==> src/logic/interp_pkg.sv <==
// Shared definitions for the stereo 2x interpolator.
// Holds the filter dimensions, the coefficient table, the sequencer and
// DSP encodings, and the packed structs that travel between the blocks.
// Modules take what they need through a wildcard import.

package interp_pkg;

    // --------------------
    // Dimensions
    // --------------------
    localparam int TAPS        = 8;
    localparam int TAP_W       = 3;
    localparam int MID_TAP     = 3;
    localparam int SAMPLE_W    = 18;
    localparam int ACC_W       = 48;
    localparam int OUT_LSB     = 16;
    localparam int DSP_LATENCY = 3;

    // Output clamp limits
    localparam logic signed [SAMPLE_W-1:0] SAMPLE_MAX = 18'sh1ffff;
    localparam logic signed [SAMPLE_W-1:0] SAMPLE_MIN = 18'sh20000;

    // Symmetric low-pass, unity DC gain at a scale of 2^OUT_LSB
    localparam logic signed [SAMPLE_W-1:0] COEFS [TAPS] = '{
        -18'sd1966,
         18'sd4588,
         18'sd9830,
         18'sd20316,
         18'sd20316,
         18'sd9830,
         18'sd4588,
        -18'sd1966
    };

    // --------------------
    // Encodings
    // --------------------
    typedef enum logic [2:0] {
        S_WAIT_IN = 3'd0,
        S_PUSH    = 3'd1,
        S_MAC     = 3'd2,
        S_DRAIN   = 3'd3,
        S_RES_AC  = 3'd4,
        S_RES_MID = 3'd5
    } seq_state_e;

    typedef enum logic [1:0] {
        DSP_NOP      = 2'd0,
        DSP_MUL_LOAD = 2'd1,
        DSP_MUL_ACC  = 2'd2
    } dsp_op_e;

    typedef enum logic [1:0] {
        RES_NONE = 2'd0,
        RES_AC   = 2'd1,
        RES_MID  = 2'd2
    } res_sel_e;

    // --------------------
    // Structs
    // --------------------
    typedef struct packed {
        logic signed [SAMPLE_W-1:0] left;
        logic signed [SAMPLE_W-1:0] right;
    } stereo_sample_t;

    // One lane's DSP operand set
    typedef struct packed {
        dsp_op_e                    op;
        logic signed [SAMPLE_W-1:0] coef;
        logic signed [SAMPLE_W-1:0] sample;
    } dsp_in_t;

endpackage

==> src/logic/interp_sequencer.sv <==
// Control FSM of the interpolator.
// Steps through wait, push, MAC loop, pipeline drain and the two result
// commands for every accepted input. The repeat counter sets how long the
// MAC and drain states last; the tap counter addresses history and ROM.
// reset is the clock input, clk the asynchronous active-high clear.

`timescale 1ns/1ps

module interp_sequencer import interp_pkg::*; (
    input  logic             reset,
    input  logic             clk,
    input  logic             in_valid,
    input  logic             next_busy,
    output logic             busy,
    output logic             push,
    output logic [TAP_W-1:0] tap_idx,
    output dsp_op_e          op,
    output res_sel_e         res_sel
);

    seq_state_e       state;
    seq_state_e       state_nxt;
    logic [TAP_W-1:0] rpt_cnt;
    logic [TAP_W-1:0] tap_cnt;
    logic             rpt_last;

    // --------------------
    // Repeat control
    // --------------------
    always_comb begin
        case (state)
            S_MAC:   rpt_last = (rpt_cnt == TAP_W'(TAPS - 1));
            // One extra cycle covers the registered tap and coef reads
            S_DRAIN: rpt_last = (rpt_cnt == TAP_W'(DSP_LATENCY));
            default: rpt_last = 1'b1;
        endcase
    end

    always_ff @(posedge reset or posedge clk) begin
        if (clk) begin
            rpt_cnt <= '0;
        end else if (rpt_last) begin
            rpt_cnt <= '0;
        end else begin
            rpt_cnt <= rpt_cnt + 1'b1;
        end
    end

    // Tap index restarts on every push
    always_ff @(posedge reset or posedge clk) begin
        if (clk) begin
            tap_cnt <= '0;
        end else if (state == S_PUSH) begin
            tap_cnt <= '0;
        end else if (state == S_MAC) begin
            tap_cnt <= tap_cnt + 1'b1;
        end
    end

    // --------------------
    // State machine
    // --------------------
    always_comb begin
        state_nxt = state;
        case (state)
            S_WAIT_IN: begin
                if (in_valid) begin
                    state_nxt = S_PUSH;
                end
            end
            S_PUSH: state_nxt = S_MAC;
            S_MAC: begin
                if (rpt_last) begin
                    state_nxt = S_DRAIN;
                end
            end
            S_DRAIN: begin
                if (rpt_last) begin
                    state_nxt = S_RES_AC;
                end
            end
            S_RES_AC: begin
                if (!next_busy) begin
                    state_nxt = S_RES_MID;
                end
            end
            S_RES_MID: begin
                if (!next_busy) begin
                    state_nxt = S_WAIT_IN;
                end
            end
            default: state_nxt = S_WAIT_IN;
        endcase
    end

    always_ff @(posedge reset or posedge clk) begin
        if (clk) begin
            state <= S_WAIT_IN;
        end else begin
            state <= state_nxt;
        end
    end

    // Task outputs decoded from the state
    always_comb begin
        busy    = (state != S_WAIT_IN);
        push    = (state == S_PUSH);
        tap_idx = tap_cnt;
        op      = DSP_NOP;
        res_sel = RES_NONE;
        if (state == S_MAC) begin
            op = (tap_cnt == '0) ? DSP_MUL_LOAD : DSP_MUL_ACC;
        end
        if (state == S_RES_AC && !next_busy) begin
            res_sel = RES_AC;
        end
        if (state == S_RES_MID && !next_busy) begin
            res_sel = RES_MID;
        end
    end

endmodule

==> src/logic/delay_line.sv <==
// Stereo sample history for the FIR.
// A circular register array with a head pointer that steps backwards on
// each push, so tap 0 is always the newest sample. The tap read is
// registered to line up with the coefficient ROM.

`timescale 1ns/1ps

module delay_line import interp_pkg::*; (
    input  logic             reset,
    input  logic             clk,
    input  logic             push,
    input  stereo_sample_t   in_sample,
    input  logic [TAP_W-1:0] tap_idx,
    output stereo_sample_t   tap_sample,
    output stereo_sample_t   mid_sample
);

    stereo_sample_t   hist [TAPS];
    stereo_sample_t   in_reg;
    logic [TAP_W-1:0] head;
    logic [TAP_W-1:0] wr_ptr;
    logic [TAP_W-1:0] rd_ptr;
    logic [TAP_W-1:0] mid_ptr;

    // Pointer arithmetic wraps modulo TAPS
    assign wr_ptr  = head - 1'b1;
    assign rd_ptr  = head + tap_idx;
    assign mid_ptr = head + TAP_W'(MID_TAP);

    // Sample seen on the accept edge is held through the push cycle
    always_ff @(posedge reset) begin
        in_reg <= in_sample;
    end

    always_ff @(posedge reset or posedge clk) begin
        if (clk) begin
            head <= '0;
            for (int i = 0; i < TAPS; i++) begin
                hist[i] <= '0;
            end
        end else if (push) begin
            hist[wr_ptr] <= in_reg;
            head         <= wr_ptr;
        end
    end

    always_ff @(posedge reset) begin
        tap_sample <= hist[rd_ptr];
    end

    assign mid_sample = hist[mid_ptr];

endmodule

==> src/logic/coef_rom.sv <==
// Coefficient lookup for the FIR taps.
// Reads the fixed table from the package at the tap index and registers
// it, so the coefficient arrives in the same cycle as the tap sample.

`timescale 1ns/1ps

module coef_rom import interp_pkg::*; (
    input  logic                       reset,
    input  logic                       clk,
    input  logic [TAP_W-1:0]           tap_idx,
    output logic signed [SAMPLE_W-1:0] coef
);

    logic signed [SAMPLE_W-1:0] coef_lookup;

    assign coef_lookup = COEFS[tap_idx];

    always_ff @(posedge reset or posedge clk) begin
        if (clk) begin
            coef <= '0;
        end else begin
            coef <= coef_lookup;
        end
    end

endmodule

==> src/logic/mac_lane.sv <==
// Multiply-accumulate lane for one audio channel.
// Models a DSP slice with three stages: operand register, product
// register carrying the op, and the 48-bit accumulator. LOAD replaces
// the accumulator, ACC adds to it, NOP holds it.

`timescale 1ns/1ps

module mac_lane import interp_pkg::*; (
    input  logic                    reset,
    input  logic                    clk,
    input  dsp_in_t                 dsp_in,
    output logic signed [ACC_W-1:0] acc
);

    dsp_op_e                      in_op;
    logic signed [SAMPLE_W-1:0]   in_coef;
    logic signed [SAMPLE_W-1:0]   in_sample;
    dsp_op_e                      prod_op;
    logic signed [2*SAMPLE_W-1:0] prod;
    logic signed [ACC_W-1:0]      prod_ext;

    // Op moves along with the operand stages
    always_ff @(posedge reset or posedge clk) begin
        if (clk) begin
            in_op   <= DSP_NOP;
            prod_op <= DSP_NOP;
        end else begin
            in_op   <= dsp_in.op;
            prod_op <= in_op;
        end
    end

    always_ff @(posedge reset) begin
        in_coef   <= dsp_in.coef;
        in_sample <= dsp_in.sample;
        prod      <= in_coef * in_sample;
    end

    assign prod_ext = {{(ACC_W - 2*SAMPLE_W){prod[2*SAMPLE_W-1]}}, prod};

    always_ff @(posedge reset or posedge clk) begin
        if (clk) begin
            acc <= '0;
        end else begin
            case (prod_op)
                DSP_MUL_LOAD: acc <= prod_ext;
                DSP_MUL_ACC:  acc <= acc + prod_ext;
                default:      acc <= acc;
            endcase
        end
    end

endmodule

==> src/logic/result_stage.sv <==
// Output stage of the interpolator.
// On RES_AC it scales both accumulators down by OUT_LSB and clamps them
// to the 18-bit range; on RES_MID it halves the middle tap. The result is
// registered with a one-cycle valid pulse and held until the next one.

`timescale 1ns/1ps

module result_stage import interp_pkg::*; (
    input  logic                    reset,
    input  logic                    clk,
    input  res_sel_e                res_sel,
    input  logic signed [ACC_W-1:0] acc_l,
    input  logic signed [ACC_W-1:0] acc_r,
    input  stereo_sample_t          mid_sample,
    output logic                    out_valid,
    output stereo_sample_t          out_sample
);

    logic signed [SAMPLE_W-1:0] mid_l;
    logic signed [SAMPLE_W-1:0] mid_r;

    // Truncating scale, then clamp
    function automatic logic signed [SAMPLE_W-1:0] sat_acc(
        input logic signed [ACC_W-1:0] a
    );
        logic signed [ACC_W-1:0] s;
        s = a >>> OUT_LSB;
        if (s > SAMPLE_MAX) begin
            return SAMPLE_MAX;
        end else if (s < SAMPLE_MIN) begin
            return SAMPLE_MIN;
        end
        return s[SAMPLE_W-1:0];
    endfunction

    assign mid_l = mid_sample.left;
    assign mid_r = mid_sample.right;

    always_ff @(posedge reset or posedge clk) begin
        if (clk) begin
            out_valid <= 1'b0;
        end else begin
            out_valid <= (res_sel != RES_NONE);
        end
    end

    always_ff @(posedge reset) begin
        if (res_sel == RES_AC) begin
            out_sample.left  <= sat_acc(acc_l);
            out_sample.right <= sat_acc(acc_r);
        end else if (res_sel == RES_MID) begin
            out_sample.left  <= mid_l >>> 1;
            out_sample.right <= mid_r >>> 1;
        end
    end

endmodule

==> src/logic/interpolator_2x_top.sv <==
// Top level of the stereo 2x half-band interpolator.
// Connects the sequencer, the sample history, the coefficient ROM, one
// MAC lane per channel and the result stage. The op is delayed here by
// one cycle to meet the registered tap and coefficient reads.

`timescale 1ns/1ps

module interpolator_2x_top import interp_pkg::*; (
    input  logic           reset,
    input  logic           clk,
    input  logic           in_valid,
    input  stereo_sample_t in_sample,
    input  logic           next_busy,
    output logic           busy,
    output logic           out_valid,
    output stereo_sample_t out_sample
);

    logic                       push;
    logic [TAP_W-1:0]           tap_idx;
    dsp_op_e                    op;
    dsp_op_e                    op_d;
    res_sel_e                   res_sel;
    stereo_sample_t             tap_sample;
    stereo_sample_t             mid_sample;
    logic signed [SAMPLE_W-1:0] coef;
    dsp_in_t                    dsp_in_l;
    dsp_in_t                    dsp_in_r;
    logic signed [ACC_W-1:0]    acc_l;
    logic signed [ACC_W-1:0]    acc_r;

    interp_sequencer u_interp_sequencer (
        .reset     (reset),
        .clk       (clk),
        .in_valid  (in_valid),
        .next_busy (next_busy),
        .busy      (busy),
        .push      (push),
        .tap_idx   (tap_idx),
        .op        (op),
        .res_sel   (res_sel)
    );

    delay_line u_delay_line (
        .reset      (reset),
        .clk        (clk),
        .push       (push),
        .in_sample  (in_sample),
        .tap_idx    (tap_idx),
        .tap_sample (tap_sample),
        .mid_sample (mid_sample)
    );

    coef_rom u_coef_rom (
        .reset   (reset),
        .clk     (clk),
        .tap_idx (tap_idx),
        .coef    (coef)
    );

    always_ff @(posedge reset or posedge clk) begin
        if (clk) begin
            op_d <= DSP_NOP;
        end else begin
            op_d <= op;
        end
    end

    assign dsp_in_l = '{op: op_d, coef: coef, sample: tap_sample.left};
    assign dsp_in_r = '{op: op_d, coef: coef, sample: tap_sample.right};

    mac_lane u_mac_l (
        .reset  (reset),
        .clk    (clk),
        .dsp_in (dsp_in_l),
        .acc    (acc_l)
    );

    mac_lane u_mac_r (
        .reset  (reset),
        .clk    (clk),
        .dsp_in (dsp_in_r),
        .acc    (acc_r)
    );

    result_stage u_result_stage (
        .reset      (reset),
        .clk        (clk),
        .res_sel    (res_sel),
        .acc_l      (acc_l),
        .acc_r      (acc_r),
        .mid_sample (mid_sample),
        .out_valid  (out_valid),
        .out_sample (out_sample)
    );

endmodule

==> config.mk <==
export PLATFORM = sky130hd
export DESIGN_NAME = interpolator_2x_top
export DESIGN_NICKNAME = d
export VERILOG_FILES = /design/src/logic/interp_pkg.sv /design/src/logic/interp_sequencer.sv /design/src/logic/delay_line.sv /design/src/logic/coef_rom.sv /design/src/logic/mac_lane.sv /design/src/logic/result_stage.sv /design/src/logic/interpolator_2x_top.sv
export SDC_FILE = /design/constraint.sdc
export NUM_CORES = 2
export LEC_CHECK = 0
export ABC_CLOCK_PERIOD_IN_PS = 21100
export BUFFER_PORTS_ARGS = -buffer_cell sky130_fd_sc_hd__buf_2
export CORE_MARGIN = 2
export CORE_UTILIZATION = 70
export DETAILED_ROUTE_END_ITERATION = 12
export HOLD_SLACK_MARGIN = 0.03
export PLACE_DENSITY = 0.87
export SETUP_SLACK_MARGIN = 0.5
export SLEW_MARGIN = 15
export SYNTH_ARGS = -nofsm -noshare
export SYNTH_HDL_FRONTEND = slang
export SYNTH_HIERARCHICAL = 1
export SYNTH_SLANG_ARGS = --single-unit
==> constraint.sdc <==
create_clock -name reset -period 21.1 [get_ports reset]
set_input_delay 1.055 -clock reset [delete_from_list [all_inputs] [get_ports reset]]
set_output_delay 1.055 -clock reset [all_outputs]
set_load 0.05 [all_outputs]
==> flow_summary.ini <==
[final_layout]
nets = 6145
largest_reg_flops = 288
layout-drive-gt1-share_pct = 14.9
reg.largest.list = u_delay_line/hist (288), u_mac_l/acc (48), u_mac_r/acc (48)
top_register = u_delay_line/hist
area_delta_synth_final_pct = 6.26
antenna_cells = 0

[sta]
slew_headroom_pct = 23.3
rsz0062_at_grt = false
timing.fmax_ghz = 0.140
tightestPinTransition_ns = 1.15
period_share_pct = 33.9
setup_viol = 0
clock_skew_ns = 0.0196
hold_viol = 0
period_needed_ns = 7.15
tns_ns = 0
slew_violations = 0

[clock_network]
clk_pin_slew_ns = 0.07
cts_root_buf = clkbuf_16
cts.repair.resized = 0
hold_buffers = 0
post_cts_buffers = 0
numCtsBuffers = 72
cts.path.max_buffers = 3
h-tree-depth = 3
clock_sinks = 669
insertion_delay_ns = 0.63
cts_tree = done

[detailed_routing]
viasPerCell = 6.37
wl_met3_um = 13000
dr.pass1.iters = 6
wl_met1_um = 51900
wirelength_um = 141000
drt-wirelength-per-cell_um = 22.6
wl_met2_um = 68200
vias = 39800
drt_iter0_drc = 4356
dr.max_layer_used = met5
ant_nets = 0
drc = 0

[synthesis]
ys_warn_count = 6
avgSynthCellArea_um2 = 10.8
netlist_instances = 5197
syn-cell-area_um2 = 56000
synth_nets = 6193

[placed_design]
io_buffer_count = 77
hpwlAfterDp_um = 96400
gp_congestion = 0.937

[critical_path]
start_kind = register
r2r_cells = 22
r2r_setup_slack_ns = 13.95
crit_type = register to register
r2r_start = u_mac_l/in_sample[11]
crit_arrival_ns = 7.69
critPathRequiredTime_ns = 21.64
worstSetupEndpointType = register
cp_max_fo = 18
r2r_end = u_mac_l/prod[34]

[global_route]
grt_overflow_total = 0
grt_pass1_wl_um = 230000
antenna_found_initial = 6
grt_max_degree = 130
grt_use_total_pct = 35.7
grt_pass1_vias = 42700

[hold_path]
holdPathStages = 0
min_to = u_mac_r/in_sample[6]
hold_start = u_delay_line/tap_sample[6]
worstHoldPathType = register to register

[job]
drv_cap = 0

[run_status]
status = completed

[die]
coreArea_um2 = 79100
die-width_um = 287
start_util_pct = 70.8
design.die.area_um2 = 82300
rows = 103
ios = 78
fp.dieH_um = 287
-- layer usage --
metal	GRT usage (%)	up-vias
met5	0	-
met4	17.8	4
met3	6.66	629
met1	46.6	20000
li1	-	16800
met2	58.0	2372
-- critical path, cell delays in order, from the launching register on --
cell and delay [ns]:
dfxtp_1 0.78, nand2_1 0.18, fa_1 0.56, inv_1 0.05, fa_1 0.49, inv_1 0.05
fa_1 0.47, inv_1 0.06, fa_1 0.51, fa_1 0.55, inv_1 0.06, fa_1 0.55
inv_1 0.05, ha_1 0.35, and4_1 0.22, a21boi_0 0.14, a311o_1 0.33, a21oi_1 0.37
o21ai_1 0.30, a211oi_2 0.34, a22oi_1 0.20, a221oi_2 0.31, xnor2_1 0.15
-- layout by cell type (no fill, tap or decap), types with 21 or more instances in the layout --
master,instances
xnor2_1,118
o21ai_0,143
dfrtp_1,416
dfxtp_1,216
nor2b_1,33
fa_1,660
a21oi_1,164
nand2b_1,30
buf_2,77
xor2_1,46
mux2_2,328
and2_1,339
clkbuf_16,74
nor2_1,105
nor3_1,22
a221o_1,24
nand3_1,34
nand2_1,540
buf_4,24
ha_1,290
mux2i_1,45
inv_1,830
o21a_1,21
mux4_2,140
edfxtp_1,36
nand4_1,21
a21o_1,67
-- area by class of cell --
class,count,area [um2]
inverter,835,3140
clock buffer,100,2030
tap,1050,1310
clock inverter,33,503
sequential,669,15800
fill,4695,19600
timing repair buffer,102,577
multi-input combinational,3469,36100
-- metrics by stage --
| stage | hold slack [ns] | utilization, % | cells | area (um2) | setup WS [ns] |
|---|---|---|---|---|---|
| 6_report | 0.329 | 75.2 | 6258 | 59500 | 13.95 |
| 4_1_cts | 0.331 | 75.2 | 6258 | 59500 | 14.06 |
| 3_3_place_gp | 0.311 | 72.0 | 6125 | 57000 | 14.33 |
| 2_1_floorplan | 0.310 | - | 5197 | 56000 | 12.01 |
| 3_5_place_dp | 0.315 | 72.0 | 6125 | 57000 | 14.16 |
| 5_1_grt | 0.335 | 75.2 | 6258 | 59500 | 13.65 |
-- how the worst max path moves through the flow --
stage	startpoint	end	slack, ns	depth (start not counted)
2_1_floorplan	clk	u_delay_line/head[0]	12.01	1
3_3_place_gp	u_mac_l/in_sample[11]	u_mac_l/prod[34]	14.33	22
3_5_place_dp	u_mac_l/in_coef[11]	u_mac_l/prod[34]	14.16	21
4_1_cts	u_mac_r/in_sample[3]	u_mac_r/prod[33]	14.06	23
5_1_grt	u_mac_l/in_sample[11]	u_mac_l/prod[34]	13.65	22
6_report	u_mac_l/in_sample[11]	u_mac_l/prod[34]	13.95	22
Power is left out: the tool's default activity adds up to more than one toggle a clock period on the data nets, which glitch-free logic cannot reach.
